### config.mk
export PLATFORM = sky130hd
export DESIGN_NAME = led_regs
export DESIGN_NICKNAME = d
export VERILOG_FILES = /design/src/soc_pkg.sv /design/src/led_regs.sv
export SDC_FILE = /design/constraint.sdc
export NUM_CORES = 1
export LEC_CHECK = 0
export ABC_AREA = 1
export BUFFER_PORTS_ARGS = -buffer_cell sky130_fd_sc_hd__buf_2
export CORE_ASPECT_RATIO = 1.4
export CORE_MARGIN = 8
export CORE_UTILIZATION = 33
export DETAILED_ROUTE_END_ITERATION = 6
export PLACE_DENSITY = 0.82
export SKIP_LAST_GASP = 1
export SLEW_MARGIN = 40
export SYNTH_ARGS = -nofsm -noshare
export SYNTH_HDL_FRONTEND = slang
export SYNTH_SLANG_ARGS = --single-unit
### constraint.sdc
create_clock -name clk -period 1.1 [get_ports clk]
set_input_delay 0.165 -clock clk [delete_from_list [all_inputs] [get_ports clk]]
set_output_delay 0.165 -clock clk [all_outputs]
set_load 0.01 [all_outputs]
### src/soc_pkg.sv
package soc_pkg;

  // bus widths
  typedef logic [31:0] word_t;  // data word
  typedef logic [31:0] addr_t;  // byte address
  typedef logic [3:0]  sel_t;   // one enable per byte lane

  // address split into region and offset
  typedef logic [3:0]  region_t;  // addr bits 31..28
  typedef logic [27:0] offset_t;  // addr bits 27..0

  // peripheral values
  typedef logic [7:0]  led_t;
  typedef logic [1:0]  key_t;

  // which target owes the response
  typedef enum logic [1:0] {
    TGT_NONE,
    TGT_MEM,
    TGT_LED,
    TGT_KEY
  } target_e;

  // address map
  localparam region_t REGION_MEM = 4'h0;  // on-chip word memory
  localparam region_t REGION_IO  = 4'h8;  // peripheral registers

  localparam offset_t LED_OFFSET = 28'h000_0000;
  localparam offset_t KEY_OFFSET = 28'h000_0004;

endpackage

### src/led_regs.sv
`timescale 1ns/1ps

module led_regs (
  input  logic           clk,
  input  logic           rst_n_i,
  input  logic           req_i,
  input  logic           we_i,
  input  soc_pkg::sel_t  sel_i,
  input  soc_pkg::word_t dat_i,
  output logic           ack_o,
  output soc_pkg::word_t dat_o,
  output soc_pkg::led_t  led_o
);

  soc_pkg::led_t led_q;
  logic          ack_q;

  always_ff @(posedge clk)
  begin
    if (!rst_n_i)
    begin
      led_q <= '0;  // leds dark after reset
      ack_q <= 1'b0;
    end
    else
    begin
      ack_q <= req_i;
      // only byte lane 0 holds the led bits
      if (req_i && we_i && sel_i[0])
        led_q <= dat_i[7:0];
    end
  end

  assign ack_o = ack_q;
  assign dat_o = soc_pkg::word_t'(led_q);  // zero-extended
  assign led_o = led_q;

endmodule

==> Word-level counts from Yosys, hierarchy flattened <==
Index checks and enable logic that the tools add are counted.
{ "word_totals": {"register_bits": 9, "wordCells": 4, "out_inout_bits": 41, "in_bits": 40} }
{ "op_classes": {"n_reduce_logical": 2} }
{ "op_table": {"columns": ["op", "count"], "rows": [
  ["logical AND 1 bit", 2]
]} }

==> Logic depth before layout (Yosys ltp) <==
{ "depth": {"ltp_word": 2, "ltp_mapped": 5, "depth_no_buf": 4} }

==> Least setup slack after synthesis <==
OpenSTA, ideal clock, no wires.
{ "synth_path": {"path_type": "reg-to-output", "startpoint": "reg led_q[0], in the netlist led_o[0]", "endpoint": "out led_o[0]", "path_stages_with_launch": 2, "setup_slack_ns": 0.429, "t_required_ns": 0.935, "t_arrival_ns": 0.506, "path_buffers": 1, "cell_sequence": "dfxtp_1 -> buf_4"} }
{ "synth_rtl": {"columns": ["item", "line", "rtl"], "rows": [
  ["start, declared", "led_regs.sv:15", "soc_pkg::led_t led_q;"],
  ["start signal, assigned", "led_regs.sv:30", "led_q <= dat_i[7:0];"],
  ["end, declared", "led_regs.sv:12", "output soc_pkg::led_t led_o"]
]} }
No word-level cell between the ends.

==> Worst setup path in the final report <==
{ "layout_path": {"startpoint": "reg led_q[3], in the netlist led_o[3]", "endpoint": "out dat_o[3]"} }
{ "layout_rtl": {"columns": ["item", "line", "rtl"], "rows": [
  ["end, declared", "led_regs.sv:11", "output soc_pkg::word_t dat_o,"]
]} }
No word-level cell between the ends.

==> impl_metrics.csv <==
group,metric,value,unit
clock_network,cts_tree,"done",
timing,fin_skew,0,ns
floorplanning,fp.dieW,52.73,microns
clock_network,insertion_delay,0.25,ns
global_route,grt_usage,0.06699,
drt,drt-initial-drc-count,5,
yosys,synth_ff_type,"dfxtp_1",
critical_path,worstSetupStartpointType,"flip-flop",
yosys,synth_top_cell_area_share,0.3976,
clock_network,clockRootBuffer,"clkbuf_4",
drt,drc,0,
critical_path,critical_path_buf_inv_count,1,
timing,finalCritPeriodShare,0.8200,
clock_network,path_clk_slew,0.06,ns
clock_network,clk_path_buf_depth,2,
layout,fillCellCount,203,
floorplanning,fp-row-count,18,
critical_path,ff2ff_path_depth,4,
clock_network,numCtsBuffers,3,
critical_path,slowest_delay,0.34,ns
power,power_density,1177,nW/um^2
yosys,syn_inst,87,
place,dpl.hpwl,1059,microns
clock_network,postCtsSetupBuffers,0,
layout,drive_gt1_frac,0.3211,
yosys,yosysWarnings,0,
floorplanning,dieArea,3554,sq um
min_path,whs_endpoint,"led_o[3]",
place,dpl.cell_count,125,
job,maxCapViolCount,0,
critical_path,timing.rr.start,"led_o[4]",
floorplanning,die_height,67.42,microns
critical_path,worst_path_max_delay_cell,"dfxtp_1",
critical_path,crit_arrival,0.74,ns
yosys,synthXorXnorAreaFrac,0,
yosys,yosysTopAreaCell,"buf_4",
power,p_clk_frac,0.331,
clock_network,cts.htree.levels,1,
power,peakVddDrop,0.4866,mV
yosys,avgSynthCellArea,7.162,sq um
yosys,yosysMostFrequentCell,"buf_4",
yosys,ys_ff_latch,9,
drt,wl_per_cell,9.721,microns
layout,multi_input_area,236.5,sq um
global_route,grt_pass1_wl,1821,microns
global_route,grt_overflow,0,
power,p_sw,226.5,uW
layout,n_antenna_cell,0,
floorplanning,start_util,0.3502,
clock_network,cts_resized,0,
drt,num_vias,467,
layout,seqCellArea,180.2,sq um
critical_path,required,0.94,ns
critical_path,end_kind,"output port",
power,sw_frac_of_total,0.2975,
critical_path,crit_fanout,3,
power,p_int,534.8,uW
global_route,grt_max_degree,17,
place,gp_congestion,0.6552,
yosys,async_reset_ff_frac,0,
yosys,synth-edff-count,0,
drt,viasPerCell,3.620,
power,power.leakage,0.0004298,uW
layout,nets,150,
floorplanning,io_pins,81,
global_route,grt_pass1_vias,460,
floorplanning,core_area,1779,sq um
yosys,synthTopCellsByCount,"buf_4 (33), nor2_1 (16), nand2_1 (15)",
global_route,antenna_found_initial,0,
critical_path,path_class,"reg -> out",
timing,rsz0062_at_grt,"false",
critical_path,r2r_end,"led_o[4]",
status,status,"completed",
yosys,synth_fa_ha_area_frac,0,
timing,slew_viol_final,0,
min_path,hold_path.class,"in -> reg",
layout,syn2layout_area_growth,3.815,%
timing,finalSetupViolCount,0,
critical_path,cp_top_family,"flip-flops",
min_path,hold_start,"dat_i[3]",
yosys,synth_compound_area_frac,0,
yosys,synth-simple-area-share,0.2349,
yosys,synth_area_leaders,"buf_4 (40%), dfxtp_1 (29%), nor2_1 (9.6%)",
timing,tns,0,ns
timing,fmax,1109,MHz
drt,ant_nets,0,
yosys,synth_cell_types,9,
yosys,syn_area,623.1,sq um
timing,final_hold_viol_count,0,
drt,firstDrtPassIters,4,
layout,final_cells,129,
critical_path,r2r_slack,0.47,ns
critical_path,path_cells,"buf_2",
yosys,synth_top_family_by_area,"buffers and inverters",
power,pwr-share-seq,0.463,
timing,layout_min_cycle_time,0.9020,ns
yosys,synth_seq_area_share,0.2892,
min_path,hold_path_depth,3,
power,power_frac_comb,0.205,
drt,wirelength,1254,microns
clock_network,postCtsHoldBufs,0,
place,numPortBuffers,29,
yosys,muxShareOfSynthArea,0,
clock_network,clock-sinks,9,
-- layout by cell type, fill, tap and decap left out --
| master | n |
|---|---|
| buf_2 | 29 |
| clkbuf_1 | 1 |
| clkbuf_4 | 3 |
| conb_1 | 24 |
| dfxtp_1 | 9 |
| inv_1 | 9 |
| nand2_1 | 15 |
| nand2_2 | 2 |
| nand3_4 | 1 |
| nor2_1 | 16 |
-- flip-flops by register name (all words and copies together) (netlist names) --
name	cells
led_o	8
ack_o	1
-- worst max path at each step --
stage                         from  endpoint  slack, ns  cells past startpoint
after floorplan           led_o[0]  led_o[0]       0.43                      1
after global placement       req_i  led_o[0]       0.34                      4
after detailed placement     req_i  led_o[0]       0.32                      4
after CTS                 led_o[5]  dat_o[5]       0.17                      1
after global routing      led_o[6]  led_o[6]       0.15                      1
final                     led_o[3]  dat_o[3]       0.20                      1
-- metrics by stage --
stage | area (sq um) | setup WS (ns) | util | power, uW | hold slack (ns)
4_1_cts | 646.9 | 0.1749 | 0.3636 | 779.8 | 0.1211
5_1_grt | 646.9 | 0.1462 | 0.3636 | 813.8 | 0.1344
3_3_place_gp | 620.6 | 0.3395 | 0.3488 | 512.5 | 0.3883
2_1_floorplan | 709.4 | 0.4287 | - | 541.4 | 0.2585
6_report | 646.9 | 0.1980 | 0.3636 | 761.3 | 0.1296
3_5_place_dp | 620.6 | 0.3233 | 0.3488 | 514.8 | 0.3972
-- layout make-up --
class                      count  area share
multi-input combinational     58      0.3656
sequential                     9      0.2785
tap                           20     0.03868
inverter                       9     0.05222
clock buffer                   4     0.04062
timing repair buffer          29      0.2244
-- power by group through the flow --
stage / registers [uW] / clock network [uW] / logic (uW)
final: 353 / 252 / 156
after global routing: 356 / 283 / 175
after CTS: 353 / 272 / 155
after detailed placement: 361 / 0 / 154
after global placement: 359 / 0 / 154
after floorplan: 369 / 0 / 172
-- cell families (layout without fill, tap and decap cells) --
family,count (synthesis),count (layout)
other,1,24
buffers and inverters,43,42
and+or+nand+nor,34,34
DFF,9,9
-- per-layer routing --
| layer | routed length [microns] | global-route usage | share of wire |
|---|---|---|---|
| met2 | 585 | 0.1101 | 0.47 |
| met4 | 9 | 0.04870 | 0.0072 |
| met3 | 200 | 0.02637 | 0.16 |
| met1 | 460 | 0.06642 | 0.37 |
| met5 | 0 | 0 | 0 |
No activity file was read; power rests on OpenSTA's default activity.
