## config.mk

```make
export PLATFORM = sky130hd
export DESIGN_NAME = bus_decode
export DESIGN_NICKNAME = d
export VERILOG_FILES = /design/src/soc_pkg.sv /design/src/bus_decode.sv
export SDC_FILE = /design/constraint.sdc
export NUM_CORES = 1
export LEC_CHECK = 0
export ABC_CLOCK_PERIOD_IN_PS = 1500
export BUFFER_PORTS_ARGS = -buffer_cell sky130_fd_sc_hd__buf_4
export CORE_AREA = 2 2 39 41
export CTS_CLUSTER_DIAMETER = 40
export DETAILED_ROUTE_END_ITERATION = 6
export DIE_AREA = 0 0 41 43
export PLACE_DENSITY_LB_ADDON = 0.3
export SLEW_MARGIN = 20
export SYNTH_ARGS = -nofsm -noshare
export SYNTH_HDL_FRONTEND = slang
export SYNTH_SLANG_ARGS = --single-unit
```

## constraint.sdc

```tcl
create_clock -name clk -period 1.5 [get_ports clk]
set_input_delay 0 -clock clk [delete_from_list [all_inputs] [get_ports clk]]
set_output_delay 0 -clock clk [all_outputs]
set_load 0.01 [all_outputs]
```

## src/soc_pkg.sv

```systemverilog
package soc_pkg;

  // bus widths
  typedef logic [31:0] word_t;  // data word
  typedef logic [31:0] addr_t;  // byte address
  typedef logic [3:0]  sel_t;   // one enable per byte lane

  // address split into region and offset
  typedef logic [3:0]  region_t;  // addr bits 31..28
  typedef logic [27:0] offset_t;  // addr bits 27..0

  // peripheral values
  typedef logic [7:0]  led_t;
  typedef logic [1:0]  key_t;

  // which target owes the response
  typedef enum logic [1:0] {
    TGT_NONE,
    TGT_MEM,
    TGT_LED,
    TGT_KEY
  } target_e;

  // address map
  localparam region_t REGION_MEM = 4'h0;  // on-chip word memory
  localparam region_t REGION_IO  = 4'h8;  // peripheral registers

  localparam offset_t LED_OFFSET = 28'h000_0000;
  localparam offset_t KEY_OFFSET = 28'h000_0004;

endpackage

```

## src/bus_decode.sv

```systemverilog
`timescale 1ns/1ps

module bus_decode #(
  parameter int MEM_ADDR_BITS = 10
) (
  input  logic             clk,
  input  logic             rst_n_i,
  input  logic             cyc_i,
  input  logic             stb_i,
  input  soc_pkg::addr_t   adr_i,
  output logic             mem_req_o,
  output logic             led_req_o,
  output logic             key_req_o,
  output soc_pkg::target_e resp_tgt_o,
  output logic             resp_pending_o
);

  logic             req;
  soc_pkg::region_t region;
  soc_pkg::offset_t offset;
  soc_pkg::target_e tgt;

  assign req    = cyc_i & stb_i;  // no stall, every strobe is taken
  assign region = adr_i[31:28];
  assign offset = adr_i[27:0];

  // memory only covers the low 2**MEM_ADDR_BITS words of its region
  always_comb
  begin
    tgt = soc_pkg::TGT_NONE;
    if (region == soc_pkg::REGION_MEM && (offset >> (MEM_ADDR_BITS + 2)) == '0)
      tgt = soc_pkg::TGT_MEM;
    else if (region == soc_pkg::REGION_IO && offset == soc_pkg::LED_OFFSET)
      tgt = soc_pkg::TGT_LED;
    else if (region == soc_pkg::REGION_IO && offset == soc_pkg::KEY_OFFSET)
      tgt = soc_pkg::TGT_KEY;
  end

  assign mem_req_o = req && (tgt == soc_pkg::TGT_MEM);
  assign led_req_o = req && (tgt == soc_pkg::TGT_LED);
  assign key_req_o = req && (tgt == soc_pkg::TGT_KEY);

  // remember who answers in the next cycle
  always_ff @(posedge clk)
  begin
    if (!rst_n_i)
    begin
      resp_tgt_o     <= soc_pkg::TGT_NONE;
      resp_pending_o <= 1'b0;
    end
    else
    begin
      resp_pending_o <= req;
      if (req)
        resp_tgt_o <= tgt;
      else
        resp_tgt_o <= soc_pkg::TGT_NONE;  // idle cycle, no owner
    end
  end

endmodule

```

=== Yosys cells after proc, flatten, opt, wreduce, memory -nomap -nowiden ===
Index checks and enable logic that the tools add are counted.

* Register bits after elaboration: 3
* Bits in latches: 0
* Memory bits (writable): 0
* Memory bits (read-only): 0
* Bits of input ports: 36
* Output and inout port bits: 6
* Logic and storage cells: 21
* Memories: 0

* Add/sub/neg operators: 0
* Multipliers: 0
* Divide/modulo/power cells: 0
* Magnitude comparators: 0
* Equal/unequal tests: 5
* Shifts and indexed selects: 0
* Muxes and demuxes: 3
* Bitwise operators: 1
* Reduce and logical (&&, ||, !) cells: 10

{| class="wikitable"
|+ Operators by type and width
! kind !! count
|-
| 28-bit zero test || 2
|-
| 28-bit by 3-bit == test with 1-bit output (second input constant) || 1
|-
| 1-bit logical AND || 6
|-
| 2-bit 2-to-1 mux || 3
|-
| 2-bit == test (second input constant) || 2
|-
| 4-bit == test (second input constant) || 1
|-
| 4-bit zero test || 1
|-
| 2-bit by 1-bit == test with 1-bit output (second input constant) || 1
|-
| 2-bit AND reduction || 1
|-
| 1-bit bitwise AND || 1
|}

=== Depth between registers and ports, before layout ===
* Depth after elaboration: 7
* Mapped depth: 3
* Mapped depth without buffers: 3

=== Worst setup path before layout ===
Ideal clock, no wire load.

* Kind: input to output
* From: input adr_i[13]
* To: output led_req_o
* Arrival: 0.960 ns
* Data required time: 1.500 ns
* Setup slack: 0.540 ns
* Cell stages on the path: 3
* Buffers on the path: 0
* Cells stage by stage: nor4_2 nand4_2 nor4b_1

* Cells in the longest elaborated chain, start to end: 7
* Elaborated cells on any way between the ends: 11
* Those cells by class: eq/ne: 2; mux: 3; reduce/logical: 6

{| class="wikitable"
|+ RTL lines
! element !! line !! RTL
|-
| start, declared || bus_decode.sv:10 || <nowiki>input soc_pkg::addr_t adr_i,</nowiki>
|-
| 28-bit by 3-bit == test with 1-bit output || bus_decode.sv:35 || <nowiki>else if (region == soc_pkg::REGION_IO && offset == soc_pkg::KEY_OFFSET)</nowiki>
|-
| 1-bit logical AND || bus_decode.sv:35 ||
|-
| 2-bit 2-to-1 mux || bus_decode.sv:35 ||
|-
| 2-bit 2-to-1 mux || bus_decode.sv:33 || <nowiki>else if (region == soc_pkg::REGION_IO && offset == soc_pkg::LED_OFFSET)</nowiki>
|-
| 2-bit 2-to-1 mux (*) || bus_decode.sv:31 || <nowiki>if (region == soc_pkg::REGION_MEM && (offset >> (MEM_ADDR_BITS + 2)) == '0)</nowiki>
|-
| 2-bit == test (*) || bus_decode.sv:40 || <nowiki>assign led_req_o = req && (tgt == soc_pkg::TGT_LED);</nowiki>
|-
| 1-bit logical AND (*) || bus_decode.sv:40 ||
|-
| end, declared || bus_decode.sv:12 || <nowiki>output logic led_req_o,</nowiki>
|}

Every way passes the cells marked *; elsewhere a longest branch is shown, timed or not.

=== Worst setup path after layout ===
* From: input adr_i[12]
* To: output led_req_o

Same word-level chain as after synthesis.

==> results by group <==
Clock tree
  – CTS Buf Count: 3
  – Clk slew on worst S/H paths: ~0.030 ns
  – Clock Sinks: 3
  – # H-tree levels: 1
  – Clk root buf: clkbuf_4
  – CTS tree: yes
  – Clk buf depth: 2

Critical path
  – CP required: 1.50 ns
  – CP startpoint: adr_i[12]
  – CP max FO: 5
  – CP Depth: 5
  – Crit path max-delay cell type: nor4b_1
  – Worst path most repeated cell: buf_4
  – CP Capture Type: output pin
  – Crit path cell chain: buf_4 -> nor4_1 -> nand3_1 -> nor4b_1 -> buf_4
  – Critical Path Sink: led_req_o
  – Arr. time, crit path: 1.13 ns
  – Startpoint types: input port
  – Crit path max-delay family: simple AND/OR/NAND/NOR gates
  – Crit-path max cell delay: 0.35 ns
  – CP Class: in -> out
  – CP bufs+invs: 2

Drt
  – DR WL/cell: 10.1 µm
  – Drt via density: 4.47
  – Drt total wl: 857 µm
  – DRT met1 WL: 303 µm
  – Highest routed metal layer: met4
  – Met3 WL post-DR: 96 µm
  – Antenna Violating Nets Remaining: 0
  – First-pass DRT Iterations: 1
  – DR DRC count: 0
  – Via Count: 380
  – Initial DRC Count: 0
  – Routed met2 length: 432 µm

Finish
  – Commonest non-fill, non-tap cell in the layout: buf_4
  – Fillers: 150
  – Post-route cell area: approximately 620 µm²
  – Multi-input gate area: 189 µm²
  – Share of layout cells above drive strength 1: 76.8%
  – Sequential cell area: 60.1 µm²
  – Commonest cells after routing, fill and taps aside: buf_4 (41), nor4_2 (4), nor4_1 (3), clkbuf_4 (3), dfxtp_1 (3)
  – Layout Cells excl Fill: between 80 and 90
  – Finished Core Util: 44.6%
  – Nets: 106
  – Antenna cells: 0
  – Area growth syn-to-layout: 144%

Floorplan
  – Initial core utilization: 18.3%
  – Die area: 1760 µm²
  – I/O Pins: between 40 and 50
  – Chip Width: approximately 41 µm
  – Die Y: 43 µm
  – Core box area: 1380 µm²
  – Core Rows: 14

STA
  – Min Hold Slack: 0.00562 ns
  – F_max: 882 MHz
  – Slew margin rel.: just over 80%
  – Final Hold Viols: 0
  – Final setup TNS: 0 ns
  – RSZ-0062 raised after global routing: false
  – Setup WS post-layout: roughly 0.37 ns
  – Final setup viols: 0
  – Max-slew violations: 0
  – Tmin final: between 1 and 1.5 ns
  – Worst Tran Pin Value: 0.269 ns
  – Fin crit share: 75.6%

Global route
  – First-pass GRT wire length: 1300 µm
  – GRT Resource Usage Total: 10.9%
  – Pin count of the biggest net entering global routing: 6
  – Antenna violations before repair: 0
  – Number of global-route vias before repair: 377
  – Congestion Overflow GR: 0

Pwr
  – LEAKAGE: 0.281 nW
  – Power Density: 521 nW/µm²
  – Total power: between 300 and 400 µW
  – VDD IR max: about 0.18 mV

Logic synthesis
  – Synth top area share: 23.8%
  – Mapped Cells: 23
  – Syn_nets: 59
  – Sequential-to-total area share from yosys stat: 23.8%
  – Synth warn: 0
  – Synth Register Bits: 3
  – Syn Area/Cell: 11.0 µm²
  – Netlist cell types: 15
  – Mapped Area: 253 µm²
  – Dominant cell type by area after synthesis: dfxtp_1
  – Ranking of synthesized cells by area: dfxtp_1 (24%), nor4_2 (20%), nor4_4 (8.4%), nor4_1 (7.4%), nor3_4 (6.4%)

Placed design
  – Port Buffers: 41
  – Dpl cells: 80
  – Cell area after placement: between 500 and 600 µm²
  – Pre-CTS setup slack: slightly above 0.3 ns
  – Final RePlAce weighted congestion: between 0.7 and 0.8

Flow run
  – MaxCap Viol Count: 0

Hold path
  – Type of the tightest min-delay check: in -> reg

Outcome
  – Status: finished clean
[cell families after synthesis]
kind of cell	share of synthesized area, %
compound gates	5.94
flops	23.8
simple gates	68.8
buf+inv	1.48
[how the worst min path moves through the flow]
stage / startpoint / endpoint / slack (ns) / depth (start not counted)
2_1_floorplan: adr_i[31] / mem_req_o / 0.05 / 1
3_3_place_gp: adr_i[31] / resp_tgt_o[0]$_SDFF_PN0_ / 0.21 / 2
3_5_place_dp: adr_i[31] / resp_tgt_o[0]$_SDFF_PN0_ / 0.21 / 2
4_1_cts: stb_i / resp_pending_o$_SDFF_PN0_ / 0.006 / 2
5_1_grt: stb_i / resp_pending_o$_SDFF_PN0_ / 0.009 / 2
6_report: stb_i / resp_pending_o$_SDFF_PN0_ / 0.006 / 2
[per-layer routing]
layer  track usage [%]  vias to the layer above
met5                 0                        -
met4              10.0                        0
met3              2.09                        2
met2              19.1                       26
met1              9.24                      158
li1                  -                      194
[layout make-up]
class / count / share of cell area [%]
clock buffer: 4 / 4.26
tap: 16 / 3.25
multi-input combinational: 19 / 30.6
timing repair buffer: 42 / 51.5
inverter: 1 / 0.609
sequential: 3 / 9.74
[report_power, final]
part           switching, mW  internal, mW  leakage, nW
Clock                 0.0429        0.0997       0.0150
Sequential          0.000269        0.0813       0.0243
Combinational         0.0289        0.0683        0.241
[registers in the layout, indices dropped and copies added (netlist names)]
name,cells
resp_pending_o,1
resp_tgt_o,2
[cells in the mapped netlist]
master / n
nand4_1: 1
nor4b_2: 1
and3_1: 1
dfxtp_1: 3
inv_1: 1
nand3_1: 2
nor3_1: 1
nor4_4: 1
nor4_1: 3
nand4_2: 1
nor3_4: 1
nand2_1: 1
a2111oi_2: 1
nor4_2: 4
nor4b_1: 1
[repair_timing]
action,CTS,global route
endpoints found under the hold margin,1,0
resized for setup,0,0
hold buffers,1,0
buffers inserted,0,0
Power figures use the tool's default switching activity.
