File: config.mk
export PLATFORM = sky130hd
export DESIGN_NAME = bus_response
export DESIGN_NICKNAME = d
export VERILOG_FILES = /design/src/soc_pkg.sv /design/src/bus_response.sv
export SDC_FILE = /design/constraint.sdc
export NUM_CORES = 1
export LEC_CHECK = 0
export BUFFER_PORTS_ARGS = -buffer_cell sky130_fd_sc_hd__buf_4
export CORE_MARGIN = 1
export CORE_UTILIZATION = 28
export DETAILED_ROUTE_END_ITERATION = 7
export PLACE_DENSITY = 0.86
export REMOVE_ABC_BUFFERS = 1
export SLEW_MARGIN = 20
export SYNTH_ARGS = -nofsm -noshare
export SYNTH_HDL_FRONTEND = slang
export SYNTH_SLANG_ARGS = --single-unit
File: constraint.sdc
create_clock -name vclk -period 0.8
set_input_delay 0.04 -clock vclk [all_inputs]
set_output_delay 0.04 -clock vclk [all_outputs]
set_load 0.02 [all_outputs]
File: src/soc_pkg.sv
package soc_pkg;

  // bus widths
  typedef logic [31:0] word_t;  // data word
  typedef logic [31:0] addr_t;  // byte address
  typedef logic [3:0]  sel_t;   // one enable per byte lane

  // address split into region and offset
  typedef logic [3:0]  region_t;  // addr bits 31..28
  typedef logic [27:0] offset_t;  // addr bits 27..0

  // peripheral values
  typedef logic [7:0]  led_t;
  typedef logic [1:0]  key_t;

  // which target owes the response
  typedef enum logic [1:0] {
    TGT_NONE,
    TGT_MEM,
    TGT_LED,
    TGT_KEY
  } target_e;

  // address map
  localparam region_t REGION_MEM = 4'h0;  // on-chip word memory
  localparam region_t REGION_IO  = 4'h8;  // peripheral registers

  localparam offset_t LED_OFFSET = 28'h000_0000;
  localparam offset_t KEY_OFFSET = 28'h000_0004;

endpackage

File: src/bus_response.sv
`timescale 1ns/1ps

module bus_response (
  input  soc_pkg::target_e resp_tgt_i,
  input  logic             resp_pending_i,
  input  logic             mem_ack_i,
  input  logic             led_ack_i,
  input  logic             key_ack_i,
  input  soc_pkg::word_t   mem_dat_i,
  input  soc_pkg::word_t   led_dat_i,
  input  soc_pkg::word_t   key_dat_i,
  output logic             ack_o,
  output logic             err_o,
  output soc_pkg::word_t   dat_o
);

  // at most one target acks in any cycle
  assign ack_o = mem_ack_i | led_ack_i | key_ack_i;

  // a taken request that nobody owns
  assign err_o = resp_pending_i && (resp_tgt_i == soc_pkg::TGT_NONE);

  always_comb
  begin
    case (resp_tgt_i)
      soc_pkg::TGT_MEM: dat_o = mem_dat_i;
      soc_pkg::TGT_LED: dat_o = led_dat_i;
      soc_pkg::TGT_KEY: dat_o = key_dat_i;
      default:          dat_o = '0;  // idle or unmapped
    endcase
  end

endmodule

After elaboration in Yosys (flattened, before gate mapping)
Cells that the tools add are included.
{"block": "word_totals", "mem_bits_ro": 0, "regBits": 0, "latch_bits": 0, "in_bits": 102, "mem_count": 0, "ramBits": 0, "elab_cells": 8, "output_inout_bits": 34}
{"block": "classes", "div_mod_pow": 0, "magnitude_cmp": 0, "reduce_logical": 2, "muxes": 1, "shift": 0, "n_bitwise": 2, "n_mul": 0, "add_sub_neg": 0, "eq_ne": 3}
{"cell": "32-bit one-hot mux with 3 select lines", "n": 1}
{"cell": "2-bit equality test, second input constant", "n": 2}
{"cell": "2-bit by 1-bit equality test with 1-bit output, second input constant", "n": 1}
{"cell": "2-bit logical NOT", "n": 1}
{"cell": "1-bit bitwise OR", "n": 2}
{"cell": "1-bit logical AND", "n": 1}

Logic depth before layout (Yosys ltp)
Gate-level depths: netlist of run 1.
{"block": "depth", "ltp_word": 2, "mapped_depth": 5, "depth_no_buf": 2}

Least setup slack after synthesis of run 1
OpenSTA, ideal clock, no wires.
{"block": "synth_timing", "path_kind": "input to output", "startpoint": "in resp_tgt_i[1]", "endpoint": "out err_o", "path_slack_ns": -0.176, "path_buffers": 2, "t_required_ns": 0.760, "cell_stages": 3, "arrival_ns": 0.936, "cell_sequence": "buf_2 > buf_1 > nor3b_1"}
{"block": "synth_between", "elab_chain_cells": 2}
{"element": "from (decl)", "line_no": "bus_response.sv:4", "rtl": "input soc_pkg::target_e resp_tgt_i,"}
{"element": "2-bit logical NOT", "line_no": "bus_response.sv:21", "rtl": "assign err_o = resp_pending_i && (resp_tgt_i == soc_pkg::TGT_NONE);"}
{"element": "1-bit logical AND", "line_no": "bus_response.sv:21"}
{"element": "to (decl)", "line_no": "bus_response.sv:13", "rtl": "output logic err_o,"}
Every way passes these cells.

Worst setup path in the final report of run 1
{"block": "layout_timing", "startpoint": "in resp_tgt_i[0]", "endpoint": "out dat_o[7]"}
{"block": "layout_between", "elab_chain_cells": 2, "elab_cells_between_ends": 4, "cone_classes": "eq/ne: 3; mux: 1"}
{"element": "2-bit equality test or 2-bit by 1-bit equality test with 1-bit output (tied branches)", "line_no": "bus_response.sv:25", "rtl": "case (resp_tgt_i)"}
{"element": "32-bit one-hot mux with 3 select lines *", "line_no": "bus_response.sv:25"}
{"element": "to (decl)", "line_no": "bus_response.sv:14", "rtl": "output soc_pkg::word_t dat_o"}
Mark *: on every way between the ends. The rest lies on a longest branch, timed or not.

==> results of run 1 <==
-- layout make-up --
class / count / share of cell area
Tap cell: 44 / 0.0249
Timing Repair Buffer: 146 / 0.616
Multi-Input combinational cell: 67 / 0.359
-- cells in the mapped netlist, drive strengths merged --
master  instances
nor2b           1
nor3b           1
buf            10
mux2           32
a22o           32
or3             1
clkbuf          2
-- per-layer routing --
layer	part of all wire	global-route usage
met5	0	0
met4	0.0050	0.0204
met3	0.11	0.0546
met2	0.53	0.393
met1	0.35	0.202
-- power by group through the flow --
stage	Sequential, W	Combinational [W]	Clock (W)
floorplan	0	0.000558	0
global placement	0	0.00129	0
detailed placement	0	0.00131	0
CTS	0	0.00150	0
global route	0	0.00158	0
finish	0	0.00151	0
-- logic make-up (layout without fill, tap and decap cells) --
| family | Yosys count | after routing |
|---|---|---|
| buffers and inverters | 12 | 146 |
| AND/OR/NAND/NOR | 3 | 3 |
| multiplexers | 32 | 32 |
| AO/OA/AOI/OAI | 32 | 32 |
-- through the flow --
step	cell area, um^2	hold slack (ns)	util	total power (W)	cells
detailed placement	1970	0.366	0.639	0.00131	254
global route	2210	0.405	0.718	0.00158	257
CTS	2200	0.366	0.715	0.00150	257
finish	2210	0.399	0.718	0.00151	257
global placement	1970	0.358	0.639	0.00129	254
floorplan	777	0.162	-	0.000558	67
-- path summary, 6_finish.rpt --
kind	slack, ns	depth (start not counted)	startpoint	to
worst min-delay path	0.40	3	mem_dat_i[24]	dat_o[24]
worst max-delay path	-0.17	5	resp_tgt_i[0]	dat_o[7]
-- what timing repair did --
action,4_1_cts,5_1_grt
hold buffers,0,0
resized for setup,43,2
setup endpoints to repair,32,33
buffers inserted,0,0
gates cloned,3,0
pin swaps,3,3
==> impl_metrics.ini, run 1 <==
[run_status]
outcome = finished with violations
violations = setup timing

[grt]
grt_overflow = 0
vias_in_the_first_global_route = 1208
number_of_antenna_violations_at_the_first_check_in_global_routing = 0
pin_count_of_the_biggest_net_entering_global_routing = 34
first_pass_grt_wire_length_mm = 5.33
globalRouteTotalUtil = 0.195

[logic_synthesis]
synth_xor_area_frac = 0
synth.lib_cells_used.distinct = 11
synth_largest_type_area_fraction = 0.479
synth_area_per_cell_um2 = 11.5
yosys.area_share.simple = 0.0303
syn_inst = 79
netlist_area_um2 = 910
synth.area.mux_share = 0.516
synth_top_cells_by_area = sky130_fd_sc_hd__mux2_4 (48%), sky130_fd_sc_hd__a22o_1 (31%), sky130_fd_sc_hd__buf_12 (6.6%)
ys.warnings.count = 0
netlist.top_cell.by_area = sky130_fd_sc_hd__mux2_4
largest_family_of_logic_cells_by_synthesized_area = multiplexers
adder_and_majority_gate_portion_of_the_synthesized_area = 0
synth_seq_area_share = 0
synth_compound_area_frac = 0.308

[power_and_ir_drop]
pwr_density_cell_nw_per_um2 = 681
switching_share = 0.355
static-leakage-power_nw = 1.21
vdd_drop_max_uv = 298
internal_power_w = 0.000972
clockPowerShare = 0
sequentialPowerShare = 0
net-switching-power_w = 0.000534
power.share.combinational = 1.000

[detailed_routing]
routed_via_density = 4.82
drtAntennaViolNets = 0
drtIter0Drc = 51
detail_route.wirelength_mm = 3.76
routed_wire_length_per_instance_um = 14.6
remaining_drc_errors = 0
drt_pre_antenna_iters = 4
detailroute.via_count = 1238

[final_layout]
mostFrequentLayoutCells = sky130_fd_sc_hd__buf_4 (102), sky130_fd_sc_hd__buf_6 (35), sky130_fd_sc_hd__mux2_4 (32), sky130_fd_sc_hd__a22o_1 (32), sky130_fd_sc_hd__buf_12 (6)
seq_cell_count = 0
final.fill_count = 228
finalNetCount = 317
layout.cells.most_common = sky130_fd_sc_hd__buf_4
clock_buffer_count = 0
drive_above_1_share = 0.845
sequential_cell_area_um2 = 0
multiInputGateArea_um2 = 793
area_growth_pct = 143
insertedDiodeCount = 0

[timing]
finalCritPeriodShare = 1.22
grt_setup_unrepaired = yes
hold_viol_final = 0
fin_tns_setup_ns = -4.50
relSlewSlack = 0.900
timing.final.crit_period_ns = 0.974
finalSetupViolations = 32
worst_slew_pin_slew_ns = 0.149
worst_slack_ns = -0.174
slew_violations = 0
max_clock_freq_mhz = 1030

[die]
initial_utilization = 0.296
die_height_um = 59.0
floorplan.die_area_um2 = 3480
core_region_area_um2 = 3080
ios = 136
placementRows = 20
floorplan.die.width_um = 59.0

[critical_path]
cp_top_family = buffers and inverters
criticalPathCategory = input port to primary output
cp_common_cell = sky130_fd_sc_hd__buf_12
critical_path.startpoint_type = input port
timing.critical_path.cells = buf_12, buf_12, mux2_4, a22o_1, buf_6
cp_slowest_cell = sky130_fd_sc_hd__mux2_4
crit_fanout = 7
timing.critical_path.buf_inv = 3
cp_data_arrival_time_ns = 0.93
critical_path.endpoint_type = primary output
largest_stage_delay_worst_path_ns = 0.29
crit_required_ns = 0.76

[placement]
placement.io_buffers = 136
routabilityCongestion = 0.720
placement_setup_slack_ns = -0.270
dp_hpwl_mm = 2.66

[worst_hold_path]
min_path_type = input port to primary output

[flow_run]
maxCapViolCount = 0
Power figures use the tool's default switching activity.
==> run 2: changes to the inputs <==
==> config.mk (replaced) <==
export PLATFORM = sky130hd
export DESIGN_NAME = bus_response
export DESIGN_NICKNAME = d
export VERILOG_FILES = /design/src/soc_pkg.sv /design/src/bus_response.sv
export SDC_FILE = /design/constraint.sdc
export NUM_CORES = 1
export LEC_CHECK = 0
export CORE_AREA = 2 2 53 55
export DETAILED_ROUTE_END_ITERATION = 7
export DIE_AREA = 0 0 55 57
export DONT_BUFFER_PORTS = 1
export PLACE_DENSITY = 0.57
export REMOVE_ABC_BUFFERS = 1
export SETUP_SLACK_MARGIN = 0.3
export SLEW_MARGIN = 20
export SYNTH_ARGS = -nofsm -noshare
export SYNTH_HDL_FRONTEND = slang
export SYNTH_SLANG_ARGS = --single-unit
==> run 2 against run 1 <==
The run now ends clean. Final cell count fell by 61%. Critical path depth is 2 lower. Final area fell by 55%. Largest power group unchanged. Sequential share of layout area unchanged. Combinational power fell by 53%. Setup slack gained 0.27 ns.
==> impl_metrics.ini, run 2 (same netlist as run 1, synthesis figures left out) <==
[timing]
max_clock_freq_mhz = 1430
finalCritPeriodShare = 0.875
relSlewSlack = 0.885
worst_hold_slack_ns = 0.205
slew_violations = 0
fin_tns_setup_ns = 0
timing.final.crit_period_ns = 0.700
hold_viol_final = 0
worst_slew_pin_slew_ns = 0.172
grt_setup_unrepaired = yes
finalSetupViolations = 0

[critical_path]
crit_fanout = 34
critical_path.startpoint_type = input port
crit_required_ns = 0.76
timing.critical_path.buf_inv = 1
cp_top_family = compound AO/OA/AOI/OAI gates
largest_stage_delay_worst_path_ns = 0.32
cp_slowest_cell = sky130_fd_sc_hd__a22o_2
critical_path.endpoint_type = primary output
criticalPathCategory = input port to primary output
cp_data_arrival_time_ns = 0.66
timing.critical_path.cells = nor2b_4, buf_12, a22o_2

[detailed_routing]
detail_route.wirelength_mm = 2.40
drtAntennaViolNets = 0
routed_wire_length_per_instance_um = 23.8
detailroute.via_count = 705
drt_pre_antenna_iters = 4
routed_via_density = 6.98
remaining_drc_errors = 0
drtIter0Drc = 6

[power_and_ir_drop]
power.share.combinational = 1.000
internal_power_w = 0.000394
pwr_density_cell_nw_per_um2 = 713
static-leakage-power_nw = 0.481
sequentialPowerShare = 0
net-switching-power_w = 0.000319
switching_share = 0.447
vdd_drop_max_uv = 370
clockPowerShare = 0

[placement]
postPlaceCellArea_um2 = 851
placement.io_buffers = 0
routabilityCongestion = 0.682

[die]
initial_utilization = 0.348
die_height_um = 57
placementRows = 19
floorplan.die_area_um2 = 3140
ios = 136
core_region_area_um2 = 2620
floorplan.die.width_um = 55

[final_layout]
drive_above_1_share = 0.986
clock_buffer_count = 0
finalNetCount = 174
sequential_cell_area_um2 = 0
final_core_util = 0.383
mostFrequentLayoutCells = sky130_fd_sc_hd__mux2_4 (29), sky130_fd_sc_hd__a22o_2 (18), sky130_fd_sc_hd__a22o_4 (14)
area_growth_pct = 10.0
layout.cells.most_common = sky130_fd_sc_hd__mux2_4
seq_cell_count = 0
insertedDiodeCount = 0
fin_area_um2 = 1000

[grt]
pin_count_of_the_biggest_net_entering_global_routing = 35
number_of_antenna_violations_at_the_first_check_in_global_routing = 0
vias_in_the_first_global_route = 704
globalRouteTotalUtil = 0.121
first_pass_grt_wire_length_mm = 3.02
grt_overflow = 0

[clock_tree]
cts.hold.buffers_added = 0

[run_status]
outcome = completed

[flow_run]
maxCapViolCount = 0

[worst_hold_path]
min_path_type = input port to primary output
run 2: per-layer routing:
| layer | up-vias | routed length, um | track usage |
|---|---|---|---|
| li1 | 305 | - | - |
| met1 | 331 | 854 | 0.138 |
| met2 | 67 | 1280 | 0.243 |
| met3 | 2 | 252 | 0.0105 |
| met4 | 0 | 13 | 0.00697 |
| met5 | - | 0 | 0 |
run 2: per-stage QoR:
step / setup WS, ns / cells / total power (W)
5_1_grt: 0.0920 / 101 / 0.000746
2_1_floorplan: -0.0466 / 67 / 0.000558
6_report: 0.0998 / 101 / 0.000714
4_1_cts: 0.107 / 101 / 0.000667
3_5_place_dp: 0.0946 / 101 / 0.000617
3_3_place_gp: 0.107 / 101 / 0.000612
run 2: path summary, 6_finish.rpt:
path	from	slack, ns	cells past startpoint	end
setup / recovery	resp_tgt_i[0]	0.1	3	dat_o[14]
hold / removal	key_ack_i	0.20	1	ack_o
run 2: power by group through the flow:
stage	logic [W]	clock network (W)	registers, W
after floorplan	0.000558	0	0
after global placement	0.000612	0	0
after detailed placement	0.000617	0	0
after CTS	0.000667	0	0
after global routing	0.000746	0	0
final	0.000714	0	0
run 2: cell type report:
cell class / count / area (um^2)
tap: 31 / 38.8
timing repair buffer: 3 / 35.0
multi-input combinational: 67 / 927
fill: 255 / 1610
run 2: what timing repair did:
item | CTS | global route
gates resized for setup | 19 | 15
setup endpoints to repair | 33 | 32
buffers inserted | 0 | 0
endpoints found under the hold margin | 0 | 0
pin swaps | 6 | 6
